### src/design/pipe_pkg.sv
`default_nettype none

package pipe_pkg;

    // Datapath widths
    localparam int DATA_W     = 8;
    localparam int REG_ADDR_W = 3;
    localparam int NUM_REGS   = 8;
    localparam int IMM_W      = 4;
    localparam int INSTR_W    = 16;
    localparam int MEM_ADDR_W = 4;

    // Instruction field positions
    localparam int OPCODE_MSB = 15;
    localparam int OPCODE_LSB = 12;
    localparam int RD_MSB     = 11;
    localparam int RD_LSB     = 9;
    localparam int RS1_MSB    = 8;
    localparam int RS1_LSB    = 6;
    localparam int RS2_MSB    = 5;
    localparam int RS2_LSB    = 3;
    localparam int IMM_MSB    = 3;
    localparam int IMM_LSB    = 0;

    // Immediate forms reuse bits 3 to 0, so rs2 is ignored for them
    typedef enum logic [3:0] {
        NOP   = 4'd0,
        ADD   = 4'd1,
        SUB   = 4'd2,
        AND   = 4'd3,
        OR    = 4'd4,
        XOR   = 4'd5,
        SHL   = 4'd6,
        SHR   = 4'd7,
        ADDI  = 4'd8,
        LOAD  = 4'd9,
        STORE = 4'd10,
        BEQ   = 4'd11,
        JMP   = 4'd12,
        DONE  = 4'd13
    } opcode_e;

    typedef enum logic [2:0] {
        ALU_ADD = 3'd0,
        ALU_SUB = 3'd1,
        ALU_AND = 3'd2,
        ALU_OR  = 3'd3,
        ALU_XOR = 3'd4,
        ALU_SHL = 3'd5,
        ALU_SHR = 3'd6
    } alu_op_e;

endpackage

`default_nettype wire

### src/design/decode_stage.sv
`timescale 1ns/1ps
`default_nettype none

module decode_stage (
    input  wire logic                          clock,
    input  wire logic                          rst_n,
    input  wire logic [pipe_pkg::INSTR_W-1:0]  instr,
    input  wire logic                          instr_valid,
    input  wire logic                          halted,
    input  wire logic                          rf_we,
    input  wire logic [pipe_pkg::REG_ADDR_W-1:0] rf_waddr,
    input  wire logic [pipe_pkg::DATA_W-1:0]   rf_wdata,
    output logic [pipe_pkg::DATA_W-1:0]        id_val1,
    output logic [pipe_pkg::DATA_W-1:0]        id_val2,
    output logic [pipe_pkg::DATA_W-1:0]        id_aux_val,
    output logic [pipe_pkg::IMM_W-1:0]         id_imm,
    output logic [pipe_pkg::REG_ADDR_W-1:0]    id_read_addr1,
    output logic [pipe_pkg::REG_ADDR_W-1:0]    id_read_addr2,
    output logic [pipe_pkg::REG_ADDR_W-1:0]    id_write_addr,
    output pipe_pkg::alu_op_e                  id_alu_op,
    output logic                               id_alu_src,
    output logic                               id_reg_write,
    output logic                               id_mem_read,
    output logic                               id_mem_write,
    output logic                               id_branch_ctrl,
    output logic                               id_jmp_ctrl,
    output logic                               id_done_ctrl
);
    import pipe_pkg::*;

    opcode_e                opcode;
    logic                   valid;
    logic [DATA_W-1:0]      regs [NUM_REGS];

    assign opcode        = opcode_e'(instr[OPCODE_MSB:OPCODE_LSB]);
    assign valid         = instr_valid && !halted;
    assign id_write_addr = instr[RD_MSB:RD_LSB];
    assign id_read_addr1 = instr[RS1_MSB:RS1_LSB];
    assign id_read_addr2 = instr[RS2_MSB:RS2_LSB];
    assign id_imm        = instr[IMM_MSB:IMM_LSB];

    // Control decode, anything not accepted turns into a bubble
    always_comb begin
        id_alu_op      = ALU_ADD;
        id_alu_src     = 1'b0;
        id_reg_write   = 1'b0;
        id_mem_read    = 1'b0;
        id_mem_write   = 1'b0;
        id_branch_ctrl = 1'b0;
        id_jmp_ctrl    = 1'b0;
        id_done_ctrl   = 1'b0;
        if (valid) begin
            case (opcode)
                ADD:   begin id_alu_op = ALU_ADD; id_reg_write = 1'b1; end
                SUB:   begin id_alu_op = ALU_SUB; id_reg_write = 1'b1; end
                AND:   begin id_alu_op = ALU_AND; id_reg_write = 1'b1; end
                OR:    begin id_alu_op = ALU_OR;  id_reg_write = 1'b1; end
                XOR:   begin id_alu_op = ALU_XOR; id_reg_write = 1'b1; end
                SHL:   begin id_alu_op = ALU_SHL; id_reg_write = 1'b1; end
                SHR:   begin id_alu_op = ALU_SHR; id_reg_write = 1'b1; end
                ADDI:  begin id_alu_src = 1'b1; id_reg_write = 1'b1; end
                LOAD:  begin
                    id_alu_src   = 1'b1;
                    id_mem_read  = 1'b1;
                    id_reg_write = 1'b1;
                end
                STORE: begin id_alu_src = 1'b1; id_mem_write = 1'b1; end
                BEQ:   id_branch_ctrl = 1'b1;
                JMP:   id_jmp_ctrl = 1'b1;
                DONE:  id_done_ctrl = 1'b1;
                default: ;
            endcase
        end
    end

    // Register file, written from the result stage
    always_ff @(posedge clock or negedge rst_n) begin
        if (!rst_n) begin
            for (int i = 0; i < NUM_REGS; i++) begin
                regs[i] <= '0;
            end
        end else if (rf_we) begin
            regs[rf_waddr] <= rf_wdata;
        end
    end

    // Write-through so a value being written this cycle is seen by decode
    assign id_val1 = (rf_we && rf_waddr == id_read_addr1) ? rf_wdata : regs[id_read_addr1];
    assign id_val2 = (rf_we && rf_waddr == id_read_addr2) ? rf_wdata : regs[id_read_addr2];
    assign id_aux_val = (rf_we && rf_waddr == id_write_addr) ? rf_wdata
                                                             : regs[id_write_addr];

endmodule

`default_nettype wire

### src/design/pipe_id_mex.sv
`timescale 1ns/1ps
`default_nettype none

module pipe_id_mex (
    input  wire logic                            clock,
    input  wire logic                            rst_n,
    input  wire logic                            flush,
    input  wire logic [pipe_pkg::DATA_W-1:0]     id_val1,
    input  wire logic [pipe_pkg::DATA_W-1:0]     id_val2,
    input  wire logic [pipe_pkg::DATA_W-1:0]     id_aux_val,
    input  wire logic [pipe_pkg::IMM_W-1:0]      id_imm,
    input  wire logic [pipe_pkg::REG_ADDR_W-1:0] id_read_addr1,
    input  wire logic [pipe_pkg::REG_ADDR_W-1:0] id_read_addr2,
    input  wire logic [pipe_pkg::REG_ADDR_W-1:0] id_write_addr,
    input  pipe_pkg::alu_op_e                    id_alu_op,
    input  wire logic                            id_alu_src,
    input  wire logic                            id_reg_write,
    input  wire logic                            id_mem_read,
    input  wire logic                            id_mem_write,
    input  wire logic                            id_branch_ctrl,
    input  wire logic                            id_jmp_ctrl,
    input  wire logic                            id_done_ctrl,
    output logic [pipe_pkg::DATA_W-1:0]          ex_val1,
    output logic [pipe_pkg::DATA_W-1:0]          ex_val2,
    output logic [pipe_pkg::DATA_W-1:0]          ex_aux_val,
    output logic [pipe_pkg::IMM_W-1:0]           ex_imm,
    output logic [pipe_pkg::REG_ADDR_W-1:0]      ex_read_addr1,
    output logic [pipe_pkg::REG_ADDR_W-1:0]      ex_read_addr2,
    output logic [pipe_pkg::REG_ADDR_W-1:0]      ex_write_addr,
    output pipe_pkg::alu_op_e                    ex_alu_op,
    output logic                                 ex_alu_src,
    output logic                                 ex_reg_write,
    output logic                                 ex_mem_read,
    output logic                                 ex_mem_write,
    output logic                                 ex_branch_ctrl,
    output logic                                 ex_jmp_ctrl,
    output logic                                 ex_done_ctrl
);
    import pipe_pkg::*;

    // Control flags, a flush turns the slot into a bubble
    always_ff @(posedge clock or negedge rst_n) begin
        if (!rst_n) begin
            ex_alu_src     <= 1'b0;
            ex_reg_write   <= 1'b0;
            ex_mem_read    <= 1'b0;
            ex_mem_write   <= 1'b0;
            ex_branch_ctrl <= 1'b0;
            ex_jmp_ctrl    <= 1'b0;
            ex_done_ctrl   <= 1'b0;
        end else if (flush) begin
            ex_alu_src     <= 1'b0;
            ex_reg_write   <= 1'b0;
            ex_mem_read    <= 1'b0;
            ex_mem_write   <= 1'b0;
            ex_branch_ctrl <= 1'b0;
            ex_jmp_ctrl    <= 1'b0;
            ex_done_ctrl   <= 1'b0;
        end else begin
            ex_alu_src     <= id_alu_src;
            ex_reg_write   <= id_reg_write;
            ex_mem_read    <= id_mem_read;
            ex_mem_write   <= id_mem_write;
            ex_branch_ctrl <= id_branch_ctrl;
            ex_jmp_ctrl    <= id_jmp_ctrl;
            ex_done_ctrl   <= id_done_ctrl;
        end
    end

    // Operands and addresses follow decode every cycle
    always_ff @(posedge clock) begin
        ex_val1       <= id_val1;
        ex_val2       <= id_val2;
        ex_aux_val    <= id_aux_val;
        ex_imm        <= id_imm;
        ex_read_addr1 <= id_read_addr1;
        ex_read_addr2 <= id_read_addr2;
        ex_write_addr <= id_write_addr;
        ex_alu_op     <= id_alu_op;
    end

endmodule

`default_nettype wire

### src/design/execute_stage.sv
`timescale 1ns/1ps
`default_nettype none

module execute_stage (
    input  wire logic                            clock,
    input  wire logic [pipe_pkg::DATA_W-1:0]     ex_val1,
    input  wire logic [pipe_pkg::DATA_W-1:0]     ex_val2,
    input  wire logic [pipe_pkg::DATA_W-1:0]     ex_aux_val,
    input  wire logic [pipe_pkg::IMM_W-1:0]      ex_imm,
    input  wire logic [pipe_pkg::REG_ADDR_W-1:0] ex_read_addr1,
    input  wire logic [pipe_pkg::REG_ADDR_W-1:0] ex_read_addr2,
    input  wire logic [pipe_pkg::REG_ADDR_W-1:0] ex_write_addr,
    input  pipe_pkg::alu_op_e                    ex_alu_op,
    input  wire logic                            ex_alu_src,
    input  wire logic                            ex_reg_write,
    input  wire logic                            ex_mem_read,
    input  wire logic                            ex_mem_write,
    input  wire logic                            ex_branch_ctrl,
    input  wire logic                            ex_jmp_ctrl,
    input  wire logic                            ex_done_ctrl,
    input  wire logic                            rf_we,
    input  wire logic [pipe_pkg::REG_ADDR_W-1:0] rf_waddr,
    input  wire logic [pipe_pkg::DATA_W-1:0]     rf_wdata,
    output logic [pipe_pkg::DATA_W-1:0]          result,
    output logic [pipe_pkg::REG_ADDR_W-1:0]      res_write_addr,
    output logic                                 res_reg_write,
    output logic                                 res_done,
    output logic                                 redirect,
    output logic [pipe_pkg::DATA_W-1:0]          redirect_target,
    output logic                                 flush
);
    import pipe_pkg::*;

    logic [DATA_W-1:0]     op1;
    logic [DATA_W-1:0]     op2;
    logic [DATA_W-1:0]     aux;
    logic [DATA_W-1:0]     alu_b;
    logic [DATA_W-1:0]     alu_out;
    logic [MEM_ADDR_W-1:0] mem_addr;
    logic [DATA_W-1:0]     dmem [2**MEM_ADDR_W];
    logic                  taken;

    // Forward the value sitting in the result stage
    assign op1 = (rf_we && rf_waddr == ex_read_addr1) ? rf_wdata : ex_val1;
    assign op2 = (rf_we && rf_waddr == ex_read_addr2) ? rf_wdata : ex_val2;
    assign aux = (rf_we && rf_waddr == ex_write_addr) ? rf_wdata : ex_aux_val;

    assign alu_b = ex_alu_src ? {{(DATA_W - IMM_W){1'b0}}, ex_imm} : op2;

    always_comb begin
        case (ex_alu_op)
            ALU_ADD: alu_out = op1 + alu_b;
            ALU_SUB: alu_out = op1 - alu_b;
            ALU_AND: alu_out = op1 & alu_b;
            ALU_OR:  alu_out = op1 | alu_b;
            ALU_XOR: alu_out = op1 ^ alu_b;
            ALU_SHL: alu_out = op1 << alu_b[2:0];
            ALU_SHR: alu_out = op1 >> alu_b[2:0];
            default: alu_out = op1 + alu_b;
        endcase
    end

    // Address wraps at 16 bytes
    assign mem_addr = alu_out[MEM_ADDR_W-1:0];

    always_ff @(posedge clock) begin
        if (ex_mem_write) begin
            dmem[mem_addr] <= aux;
        end
    end

    assign result = ex_mem_read ? dmem[mem_addr] : alu_out;

    assign res_write_addr = ex_write_addr;
    assign res_reg_write  = ex_reg_write;
    assign res_done       = ex_done_ctrl;

    // Branch target is the value of rd
    assign taken           = (ex_branch_ctrl && op1 == op2) || ex_jmp_ctrl;
    assign redirect        = taken;
    assign redirect_target = aux;
    assign flush           = taken || ex_done_ctrl;

endmodule

`default_nettype wire

### src/design/result_stage.sv
`timescale 1ns/1ps
`default_nettype none

module result_stage (
    input  wire logic                            clock,
    input  wire logic                            rst_n,
    input  wire logic [pipe_pkg::DATA_W-1:0]     result,
    input  wire logic [pipe_pkg::REG_ADDR_W-1:0] res_write_addr,
    input  wire logic                            res_reg_write,
    input  wire logic                            res_done,
    output logic                                 rf_we,
    output logic [pipe_pkg::REG_ADDR_W-1:0]      rf_waddr,
    output logic [pipe_pkg::DATA_W-1:0]          rf_wdata,
    output logic                                 halted
);
    import pipe_pkg::*;

    // Write enable and halt state
    always_ff @(posedge clock or negedge rst_n) begin
        if (!rst_n) begin
            rf_we  <= 1'b0;
            halted <= 1'b0;
        end else begin
            rf_we <= res_reg_write;
            // Sticky until the next reset
            if (res_done) begin
                halted <= 1'b1;
            end
        end
    end

    // Write-back payload, also the forwarding source
    always_ff @(posedge clock) begin
        rf_waddr <= res_write_addr;
        rf_wdata <= result[DATA_W-1:0];
    end

endmodule

`default_nettype wire

### src/design/pipe_core.sv
`timescale 1ns/1ps
`default_nettype none

module pipe_core (
    input  wire logic                            clock,
    input  wire logic                            rst_n,
    input  wire logic [pipe_pkg::INSTR_W-1:0]    instr,
    input  wire logic                            instr_valid,
    output logic                                 wb_valid,
    output logic [pipe_pkg::REG_ADDR_W-1:0]      wb_addr,
    output logic [pipe_pkg::DATA_W-1:0]          wb_data,
    output logic                                 redirect,
    output logic [pipe_pkg::DATA_W-1:0]          redirect_target,
    output logic                                 halted
);
    import pipe_pkg::*;

    logic [DATA_W-1:0]     id_val1, id_val2, id_aux_val;
    logic [IMM_W-1:0]      id_imm;
    logic [REG_ADDR_W-1:0] id_read_addr1, id_read_addr2, id_write_addr;
    alu_op_e               id_alu_op;
    logic                  id_alu_src, id_reg_write, id_mem_read, id_mem_write;
    logic                  id_branch_ctrl, id_jmp_ctrl, id_done_ctrl;

    logic [DATA_W-1:0]     ex_val1, ex_val2, ex_aux_val;
    logic [IMM_W-1:0]      ex_imm;
    logic [REG_ADDR_W-1:0] ex_read_addr1, ex_read_addr2, ex_write_addr;
    alu_op_e               ex_alu_op;
    logic                  ex_alu_src, ex_reg_write, ex_mem_read, ex_mem_write;
    logic                  ex_branch_ctrl, ex_jmp_ctrl, ex_done_ctrl;

    logic                  flush;
    logic [DATA_W-1:0]     result;
    logic [REG_ADDR_W-1:0] res_write_addr;
    logic                  res_reg_write, res_done;
    logic                  rf_we;
    logic [REG_ADDR_W-1:0] rf_waddr;
    logic [DATA_W-1:0]     rf_wdata;

    decode_stage u_decode (
        .clock, .rst_n, .instr, .instr_valid, .halted,
        .rf_we, .rf_waddr, .rf_wdata,
        .id_val1, .id_val2, .id_aux_val, .id_imm,
        .id_read_addr1, .id_read_addr2, .id_write_addr,
        .id_alu_op, .id_alu_src, .id_reg_write, .id_mem_read, .id_mem_write,
        .id_branch_ctrl, .id_jmp_ctrl, .id_done_ctrl
    );

    pipe_id_mex u_id_mex (
        .clock, .rst_n, .flush,
        .id_val1, .id_val2, .id_aux_val, .id_imm,
        .id_read_addr1, .id_read_addr2, .id_write_addr,
        .id_alu_op, .id_alu_src, .id_reg_write, .id_mem_read, .id_mem_write,
        .id_branch_ctrl, .id_jmp_ctrl, .id_done_ctrl,
        .ex_val1, .ex_val2, .ex_aux_val, .ex_imm,
        .ex_read_addr1, .ex_read_addr2, .ex_write_addr,
        .ex_alu_op, .ex_alu_src, .ex_reg_write, .ex_mem_read, .ex_mem_write,
        .ex_branch_ctrl, .ex_jmp_ctrl, .ex_done_ctrl
    );

    execute_stage u_execute (
        .clock,
        .ex_val1, .ex_val2, .ex_aux_val, .ex_imm,
        .ex_read_addr1, .ex_read_addr2, .ex_write_addr,
        .ex_alu_op, .ex_alu_src, .ex_reg_write, .ex_mem_read, .ex_mem_write,
        .ex_branch_ctrl, .ex_jmp_ctrl, .ex_done_ctrl,
        .rf_we, .rf_waddr, .rf_wdata,
        .result, .res_write_addr, .res_reg_write, .res_done,
        .redirect, .redirect_target, .flush
    );

    result_stage u_result (
        .clock, .rst_n,
        .result, .res_write_addr, .res_reg_write, .res_done,
        .rf_we, .rf_waddr, .rf_wdata, .halted
    );

    // Write-back port seen from outside
    assign wb_valid = rf_we;
    assign wb_addr  = rf_waddr;
    assign wb_data  = rf_wdata;

endmodule

`default_nettype wire

### config.mk
export PLATFORM = sky130hd
export DESIGN_NAME = pipe_core
export DESIGN_NICKNAME = d
export VERILOG_FILES = /design/src/design/pipe_pkg.sv /design/src/design/decode_stage.sv /design/src/design/pipe_id_mex.sv /design/src/design/execute_stage.sv /design/src/design/result_stage.sv /design/src/design/pipe_core.sv
export SDC_FILE = /design/constraint.sdc
export NUM_CORES = 1
export LEC_CHECK = 0
export BUFFER_PORTS_ARGS = -buffer_cell sky130_fd_sc_hd__clkbuf_2
export CORE_ASPECT_RATIO = 0.5
export CORE_UTILIZATION = 67
export CTS_CLUSTER_DIAMETER = 40
export CTS_CLUSTER_SIZE = 16
export DETAILED_ROUTE_END_ITERATION = 8
export PLACE_DENSITY = 0.84
export SLEW_MARGIN = 30
export SYNTH_ARGS = -nofsm -noshare
export SYNTH_HDL_FRONTEND = slang
export SYNTH_SLANG_ARGS = --single-unit
export TNS_END_PERCENT = 1
### constraint.sdc
create_clock -name clock -period 9.3 [get_ports clock]
set_clock_uncertainty 0.05 [all_clocks]
set_input_delay 1.395 -clock clock [delete_from_list [all_inputs] [get_ports clock]]
set_output_delay 1.395 -clock clock [all_outputs]
set_load 0.01 [all_outputs]
# Yosys cells after proc, flatten, opt, wreduce, memory -nomap -nowiden
# Memory sizes are Yosys's and may differ from the RTL's.
# Cells that the tools add are included.
[op_classes] add_sub_neg=2 multipliers=0 n_div=0 order_cmp=5 eq_ne=26 n_shift=2 muxes=45 n_bitwise=7 n_reduce_logical=14
[ops] cell="$mux W8" count=15
[ops] cell="$bmux W8 S3" count=3
[ops] cell="$bwmux W64" count=1
[ops] cell="$pmux W8 S6" count=1
[ops] cell="$demux W8 S3" count=1
[ops] cell="$eq A4 B4 Y1 const B" count=6
[ops] cell="$mux W1" count=23
[ops] cell="$eq A3 B3 Y1" count=6
[ops] cell="$pmux W3 S6" count=1
[ops] cell="$eq A4 B3 Y1 const B" count=4
[ops] cell="$ge A4 B4 Y1 const B" count=4
[ops] cell="$not A3 Y4" count=4
[ops] cell="$eq A3 B3 Y1 const B" count=3
[ops] cell="$logic_and A1 B1 Y1" count=9
[ops] cell="$reduce_or A9 Y1" count=1
[ops] cell="$add A8 B8 Y8" count=1
[ops] cell="$and A8 B8 Y8" count=1
[ops] cell="$eq A4 B2 Y1 const B" count=2
[ops] cell="$eq A8 B8 Y1" count=1
[ops] cell="$or A8 B8 Y8" count=1
[ops] cell="$shl A8 B3 Y8" count=1
[ops] cell="$shr A8 B3 Y8" count=1
[ops] cell="$sub A8 B8 Y8" count=1
[ops] cell="$xor A8 B8 Y8" count=1
[ops] cell="7 further kinds" count=9
[totals] regBits=124 latchBits=0 mem_bits_rw=128 rom_bits=0 input_bits=19 out_inout_bits=22 elab_cells=129 memories=1
[memory_table] name="u_execute.dmem" depth=16 word_bits=8 rd=1 rd_clocked_by_memory_dff=0 write_ports=1 line_no="execute_stage.sv:40" source="logic [DATA_W-1:0] dmem [2**MEM_ADDR_W];"

# Depth between registers and ports, before layout
# Gate-level depths: netlist (run 1).
[logic_depth] ltp_word=8 mapped_depth=22 ltp_nobuf=17

# Cells and area by module
# Synthesis (run 1) repeated with hierarchy kept, for this count alone.
[hier_totals] hier_cells=1018 hier_area_um2=13495.4
[modules_own_cells] module="execute_stage" instances=1 cells_per_inst=641 area_each_um2=7524.7 seq_area_each_um2=3843.7
[modules_own_cells] module="decode_stage" instances=1 cells_per_inst=309 area_each_um2=4674.5 seq_area_each_um2=1601.5
[modules_own_cells] module="pipe_id_mex" instances=1 cells_per_inst=54 area_each_um2=1019.7 seq_area_each_um2=975.9
[modules_own_cells] module="result_stage" instances=1 cells_per_inst=14 area_each_um2=276.5 seq_area_each_um2=270.3

# Worst setup path before layout (run 1)
# No wires, ideal clock.
[synth_path] path_kind="reg-to-reg" from="register u_result.rf_waddr[2] in the netlist's numbering" to="memory u_execute.dmem[13][0] (enable)" setup_ps=370 arrival_ps=4538 required_time_ps=8880 slack_ps=4342 path_stages_with_launch=18 path_buffers=3 synth_period_minus_slack_ps=4958 cell_sequence="dfxtp_1 buf_6 xor2_4 or4_4 a31oi_4 buf_2 buf_2 nand2_1 xnor2_1 fa_1 or2_2 a21oi_1 or4_1 o32ai_1 or4b_4 o22ai_2 nand2_1 nor2_1"
[synth_via] elab_chain_cells=6 word_cells_on_any_way=15 cone_classes="add/sub: 2; eq/ne: 2; shift: 2; mux: 4; bitwise: 3; reduce/logical: 2"
[synth_rtl] element="start: declaration" line_no="result_stage.sv:12" source="output logic [pipe_pkg::REG_ADDR_W-1:0] rf_waddr,"
[synth_rtl] element="start signal: assignment" line_no="result_stage.sv:34" source="rf_waddr <= res_write_addr;"
[synth_rtl] element="$eq A3 B3 Y1" line_no="execute_stage.sv:45" source="assign op2 = (rf_we && rf_waddr == ex_read_addr2) ? rf_wdata : ex_val2;"
[synth_rtl] element="$logic_and A1 B1 Y1" line_no="execute_stage.sv:45"
[synth_rtl] element="$mux W8" line_no="execute_stage.sv:45"
[synth_rtl] element="$mux W8" line_no="execute_stage.sv:48" source="assign alu_b = ex_alu_src ? {{(DATA_W - IMM_W){1'b0}}, ex_imm} : op2;"
[synth_rtl] element="$add A8 B8 Y8, or another cell as far along" line_no="execute_stage.sv:52, execute_stage.sv:59"
[synth_rtl] element="$pmux W8 S6 *" line_no="execute_stage.sv:51" source="case (ex_alu_op)"
[synth_rtl] element="end: declaration" line_no="execute_stage.sv:40"
# Every way passes the cells marked *; elsewhere a longest branch is shown, timed or not.

# Final worst setup path (run 1)
[layout_path] from="register u_result.rf_waddr[1] in the netlist's numbering" to="memory u_execute.dmem[11][5] (enable)"
# Same word-level chain as after synthesis.

==> results of run 1 <==
[power breakdown]
group,leakage [nW],switching [mW],internal (mW)
Combinational,2.54,1.53,1.10
Clock,0.329,0.418,0.476
Sequential,2.49,0.267,1.48
Total,5.35,2.21,3.06
[through the flow]
stage                     hold WS [ns]  area [sq um]  instances  util, %  power (mW)
after floorplan                  0.281         13000       1016        -        3.62
after global placement           0.284         13300       1264     71.2        4.20
after detailed placement         0.291         13300       1264     71.2        4.30
after CTS                        0.306         14000       1304     74.8        5.20
after global routing             0.311         14000       1304     74.9        5.54
final                            0.306         14000       1304     74.9        5.27
[cell type report]
type	instances	area, sq um
multi-input combinational	673	5890
clock inverter	6	61.3
sequential	251	6670
fill	1197	4680
tap	259	324
timing repair buffer	53	304
clock buffer	34	627
inverter	28	105
[state kept, by name, summed over array words and instances, names as in the netlist, 8 cells and up]
name / count
u_execute.dmem: 128
u_decode.regs: 64
u_id_mex.ex_aux_val: 8
u_id_mex.ex_val1: 8
u_id_mex.ex_val2: 8
u_result.rf_wdata: 8
[layout by cell type, fill, tap and decap left out, drive strengths merged, types with 3 or more instances in the layout]
master	n
mux2i	77
nand3	19
mux4	54
o211ai	5
clkbuf	73
a32oi	6
buf	14
mux2	85
a21oi	47
xor2	6
nor4	5
xnor2	36
nand2b	12
ha	21
inv	32
a211oi	9
nand2	63
o22ai	12
or3	3
nor3b	5
and3	4
or4	3
and2	5
o21ai	23
dfrtp	73
o2111ai	4
nor3	15
edfxtp	128
o41ai	3
o32ai	3
nand4b	3
nand4	9
nor2	93
dfxtp	50
a31oi	10
[logic make-up after synthesis]
kind of cell / count (synthesis) / synth area share, %
flip-flops: 251 / 51.5
AND/OR/NAND/NOR: 245 / 9.18
multiplexers: 216 / 22.8
AO/OA/AOI/OAI: 148 / 7.97
buffers and inverters: 92 / 3.28
XOR/XNOR: 42 / 3.10
adder cells (fa/ha/maj): 22 / 2.18
[path summary, 6_finish.rpt]
kind	cells past startpoint	slack, ns	to
worst max-delay path	15	3.00	u_execute.dmem[11][5]
worst min-delay path	0	0.31	u_result.rf_we
worst max register to register	15	3.00	u_execute.dmem[11][5]
worst min register to register	0	0.31	u_result.rf_we
max in group asynchronous	1	7.88	u_decode.regs[45]
min in group asynchronous	1	0.84	u_decode.regs[59]
[layer usage]
metal	vias to the layer above	share of wire (%)	global-route usage (%)
met2	525	48	55.6
met5	-	0	0
met3	94	9.2	7.73
li1	3837	-	-
met4	0	3.0	9.94
met1	4420	40	48.0
==> key figures, run 1 <==
Outcome
  – Outcome: completed

Synthesis
  – Post-synthesis sequential area ratio: roughly half
  – Syn_nets: around 1100
  – Async S/R FF share, synth: 29.1%
  – Commonest cells in the netlist: 128 x edfxtp_1, 93 x nor2_1, 83 x mux2_2
  – Yosys top cell by area: edfxtp_1
  – Mapped cell area: between 10000 and 15000 sq um
  – Most common cell in the netlist: edfxtp_1
  – Post-synth EDFFs: roughly 130
  – Post-synth top area share: a little under 30%
  – Synth cell types: 85
  – Primary FF master, synth: edfxtp_1
  – Post-synthesis average cell area: approximately 13 sq um
  – Yosys warnings: 0
  – Top cells by area, synth: edfxtp_1 30%, dfrtp_1 14%, mux4_2 9.4%, dfxtp_1 7.7%, mux2_2 7.2%
  – Seq cells post-synth: between 200 and 300
  – Syn Inst Count: about 1000

Placed design
  – Hpwl dp: roughly 22 mm
  – Pre-CTS setup slack: ~3 ns
  – Routability congestion estimate: 0.982
  – # port buffers: 40

Floorplan
  – # rows: 35
  – Starting Density: 69.5%
  – Die Y: around 100 um
  – I/O pin cnt: slightly above 40
  – Die X: ~200 um
  – Die area: roughly 20000 sq um
  – Core Footprint: about 19000 sq um

Setup path
  – Top cell by count, worst path: nand2_1
  – Max incr delay on CP: roughly 0.8 ns
  – CP Cell Sequence: xor2_2, or4_4, a31oi_4, ha_1, inv_1, fa_1, nand2_1, a21oi_1, or4_1, o32ai_1, or4b_4, o22a_2, buf_4, nand2_1, nor2_1
  – Worst setup SP type: flop
  – CP Data Arrival Time: 6.40 ns
  – Crit end category: flop
  – Critical path data required time: 9.40 ns
  – CP Buf/Inv Count: 2
  – CP max FO: 45
  – Critical path type: reg -> reg
  – Crit path from: u_result.rf_waddr[1]
  – Delay-heaviest family, CP: simple AND/OR/NAND/NOR gates
  – Worst path slowest cell: dfxtp_1
  – Worst r2r src: u_result.rf_waddr[1]

Routing
  – Vias post-DR: 8876
  – DR pass1 iterations: 6
  – WL/cell: roughly 25 um
  – Post-route ant nets: 0
  – Final wirelength: roughly 33 mm
  – Residual DRC: 0
  – Initial DRC Count: 1331
  – DR vias/cell: roughly 7

Clock network
  – # hold bufs at CTS: 0
  – Max clock buf depth: 3
  – Num CTS Buffers: 22
  – Worst-path clk slew: around 0.07 ns
  – Root buffer cell: clkbuf_16
  – TritonCTS clock tree: done
  – Clock latency on the worst-skew pair: about 0.52 ns
  – H-tree levels: 1
  – # resized after CTS: 0
  – Setup bufs post-CTS: 0
  – CTS sink count: about 250

Global route
  – Leftover overflow at the end of global routing: 0
  – Vias in the first global route: 8586
  – Largest net degree at the start of global routing: between 70 and 80
  – First-pass GRT wire length: a little over 50 mm
  – Total track usage: 34.7%
  – Initial antenna violation count: 0

Power and ir drop
  – Leakage: 5.35 nW
  – Pwr dens: 377 nW/um^2
  – IR drop worst, VDD: approximately 0.31 mV

Timing
  – Final setup fails: 0
  – Hold Fails Final Rpt: 0
  – Achievable frequency: ~0.16 GHz
  – Relative slew slack: around 28%
  – TNS Setup: 0 ns
  – Min setup slack post-route: between 2 and 3 ns
  – RSZ-0062 raised after global routing: false
  – Max Slew Vio Count: 0
  – Worst slew pin tran: around 1.1 ns
  – Tmin final: ~6.3 ns
  – Tcrit/Tclk final: slightly below 70%

Finish
  – Final-stage net count: 1070
  – Area growth, synth to finish: 7.87%
  – Number of inserted diodes: 0
  – Layout cells sized above 1: around 24%

Job
  – Max-Cap Viols: 0

Min path
  – Critical hold path startpoint: u_id_mex.ex_reg_write
  – Hold Crit Class: reg -> reg
(Power assumes the default switching activity.)
==> run 2, diff against run 1 <==
CORE_UTILIZATION = 57   (was 67)
PLACE_DENSITY = 0.76   (was 0.84)
clock period = 5.1 ns   (was 9.3 ns; I/O delays follow)
==> key figures, run 2 (synthesis gave the netlist of run 1 again) <==
Global route
  – Initial antenna violation count: 0
  – First-pass GRT wire length: 53.1 mm
  – Leftover overflow at the end of global routing: 0
  – Largest net degree at the start of global routing: 74
  – Vias in the first global route: about 8600
  – Total track usage: between 30% and 40%

Min path
  – Hold Crit Class: in -> async

Clock network
  – H-tree levels: 1
  – CTS sink count: ~250
  – TritonCTS clock tree: done
  – Worst-path clk slew: approximately 0.070 ns
  – Max clock buf depth: 3
  – Root buffer cell: clkbuf_16
  – Num CTS Buffers: 26
  – Clock latency on the worst-skew pair: approximately 0.55 ns
  – # hold bufs at CTS: 0

Finish
  – Top Registers: u_execute.dmem x128, u_decode.regs x64
  – Layout cells sized above 1: between 20% and 30%
  – Area growth, synth to finish: 12.7%
  – Reg with most FFs: u_execute.dmem
  – Final-stage net count: between 1000 and 1500
  – Most common cell after layout, fill and taps aside: edfxtp_1
  – Finished Layout Cells: 1388
  – FILL cells: between 1500 and 2000
  – Largest register FFs: roughly 130
  – Number of inserted diodes: 0
  – Most frequent cells in the layout: 128 x edfxtp_1, 92 x nor2_1, 83 x mux2_2

Routing
  – Initial DRC Count: between 900 and 1000
  – Residual DRC: 0
  – WL/cell: between 20 and 30 um
  – DR pass1 iterations: 5
  – Vias post-DR: between 8000 and 9000
  – Post-route ant nets: 0
  – DR vias/cell: ~6.4
  – Final wirelength: 35.2 mm

Floorplan
  – Die X: around 220 um
  – Die area: roughly 23000 sq um
  – Core Footprint: roughly 22000 sq um
  – I/O pin cnt: slightly above 40
  – # rows: 38
  – Starting Density: about three fifths
  – Die Y: 109 um

Timing
  – Tmin final: between 4 and 5 ns
  – RSZ-0062 raised after global routing: false
  – Final setup fails: 0
  – Tcrit/Tclk final: roughly 96%
  – Hold Fails Final Rpt: 0
  – Relative slew slack: 29.1%
  – Worst slew pin tran: ~1.1 ns
  – Max Slew Vio Count: 0
  – TNS Setup: 0 ns
  – Achievable frequency: between 0.2 and 0.25 GHz

Setup path
  – CP Data Arrival Time: between 5 and 6 ns
  – Max incr delay on CP: between 0.5 and 0.6 ns
  – Critical path data required time: 5.49 ns
  – CP max FO: 23
  – Critical path type: reg -> reg
  – Crit end category: flop
  – CP Cell Sequence: xor2_4, or4_4, a31oi_4, nand2_1, xnor2_1, fa_1, or2_2, a21oi_2, or4_1, o32ai_1, or4b_4, o22a_2, buf_4, mux2i_1, mux2i_1, o22ai_1, nor3_2
  – Top cell by count, worst path: mux2i_1
  – Worst setup SP type: flop
  – Worst path slowest cell: or4_4

Placed design
  – Hpwl dp: 23.5 mm
  – # port buffers: 40
  – Routability congestion estimate: ~1.0
  – Placed cell count: 1341

Power and ir drop
  – IR drop worst, VDD: between 0.4 and 0.5 mV
  – Leakage: 5.69 nW
  – Pwr dens: around 700 nW/um^2

Job
  – Max-Cap Viols: 0

Outcome
  – Outcome: completed
==> run 2: cell type report <==
type,instances,area [sq um],share of cell area (%)
Clock buffer,30,687,4.70
Sequential cell,251,6670,45.7
Multi-Input combinational cell,673,5920,40.6
Timing Repair Buffer,89,599,4.10
Clock inverter,17,244,1.67
Inverter,28,105,0.720
Tap cell,300,375,2.57
==> run 2: repair_timing <==
item	CTS	global route
buffers inserted	0	0
resized for setup	0	5
setup endpoints to repair	0	57
==> run 2: final timing paths <==
kind | from | end | slack [ns] | depth (start not counted)
worst min register to register | u_id_mex.ex_reg_write | u_result.rf_we | 0.32 | 0
worst min-delay path | rst_n | u_decode.regs[17] | 0.19 | 1
worst max register to register | u_id_mex.ex_read_addr2[2] | u_result.rf_wdata[5] | 0.22 | 17
max in group asynchronous | rst_n | u_decode.regs[34] | 4.34 | 1
worst max-delay path | u_id_mex.ex_read_addr2[2] | u_result.rf_wdata[5] | 0.22 | 17
min in group clock | instr[1] | u_id_mex.ex_imm[1] | 0.26 | 1
==> run 2: through the flow <==
stage / worst slack (ns) / cell area, sq um / total power [mW] / util (%) / hold slack [ns]
after detailed placement: 0.187 / 13600 / 8.10 / 62.1 / 0.300
after floorplan: 0.142 / 13000 / 6.61 / - / 0.281
after global placement: 0.248 / 13600 / 7.98 / 62.0 / 0.284
after CTS: 0.134 / 14600 / 10.2 / 66.3 / 0.253
after global routing: 0.0423 / 14600 / 10.8 / 66.5 / 0.247
final: 0.222 / 14600 / 10.3 / 66.5 / 0.189
==> run 2: metal layers <==
layer | track usage, % | vias up | wire (um)
met5 | 0 | - | 0
met4 | 8.11 | 0 | 769
met3 | 5.47 | 58 | 2980
met2 | 49.2 | 428 | 16300
met1 | 43.3 | 4531 | 15100
li1 | - | 3926 | -
==> run 2: power breakdown <==
group | total (mW) | switching (mW) | internal [mW]
combinational | 5.10 | 2.91 | 2.19
clock | 2.07 | 0.872 | 1.20
sequential | 3.12 | 0.420 | 2.70
==> run 2: worst max-delay path, delay by kind of cell (launching register included) <==
family          cells  cell delay, ns
flops               1            0.49
buf+inv             1            0.25
mux                 2            0.36
fa+ha+maj           1            0.43
xor+xnor            2            0.32
simple gates        6            1.80
compound gates      5            1.04
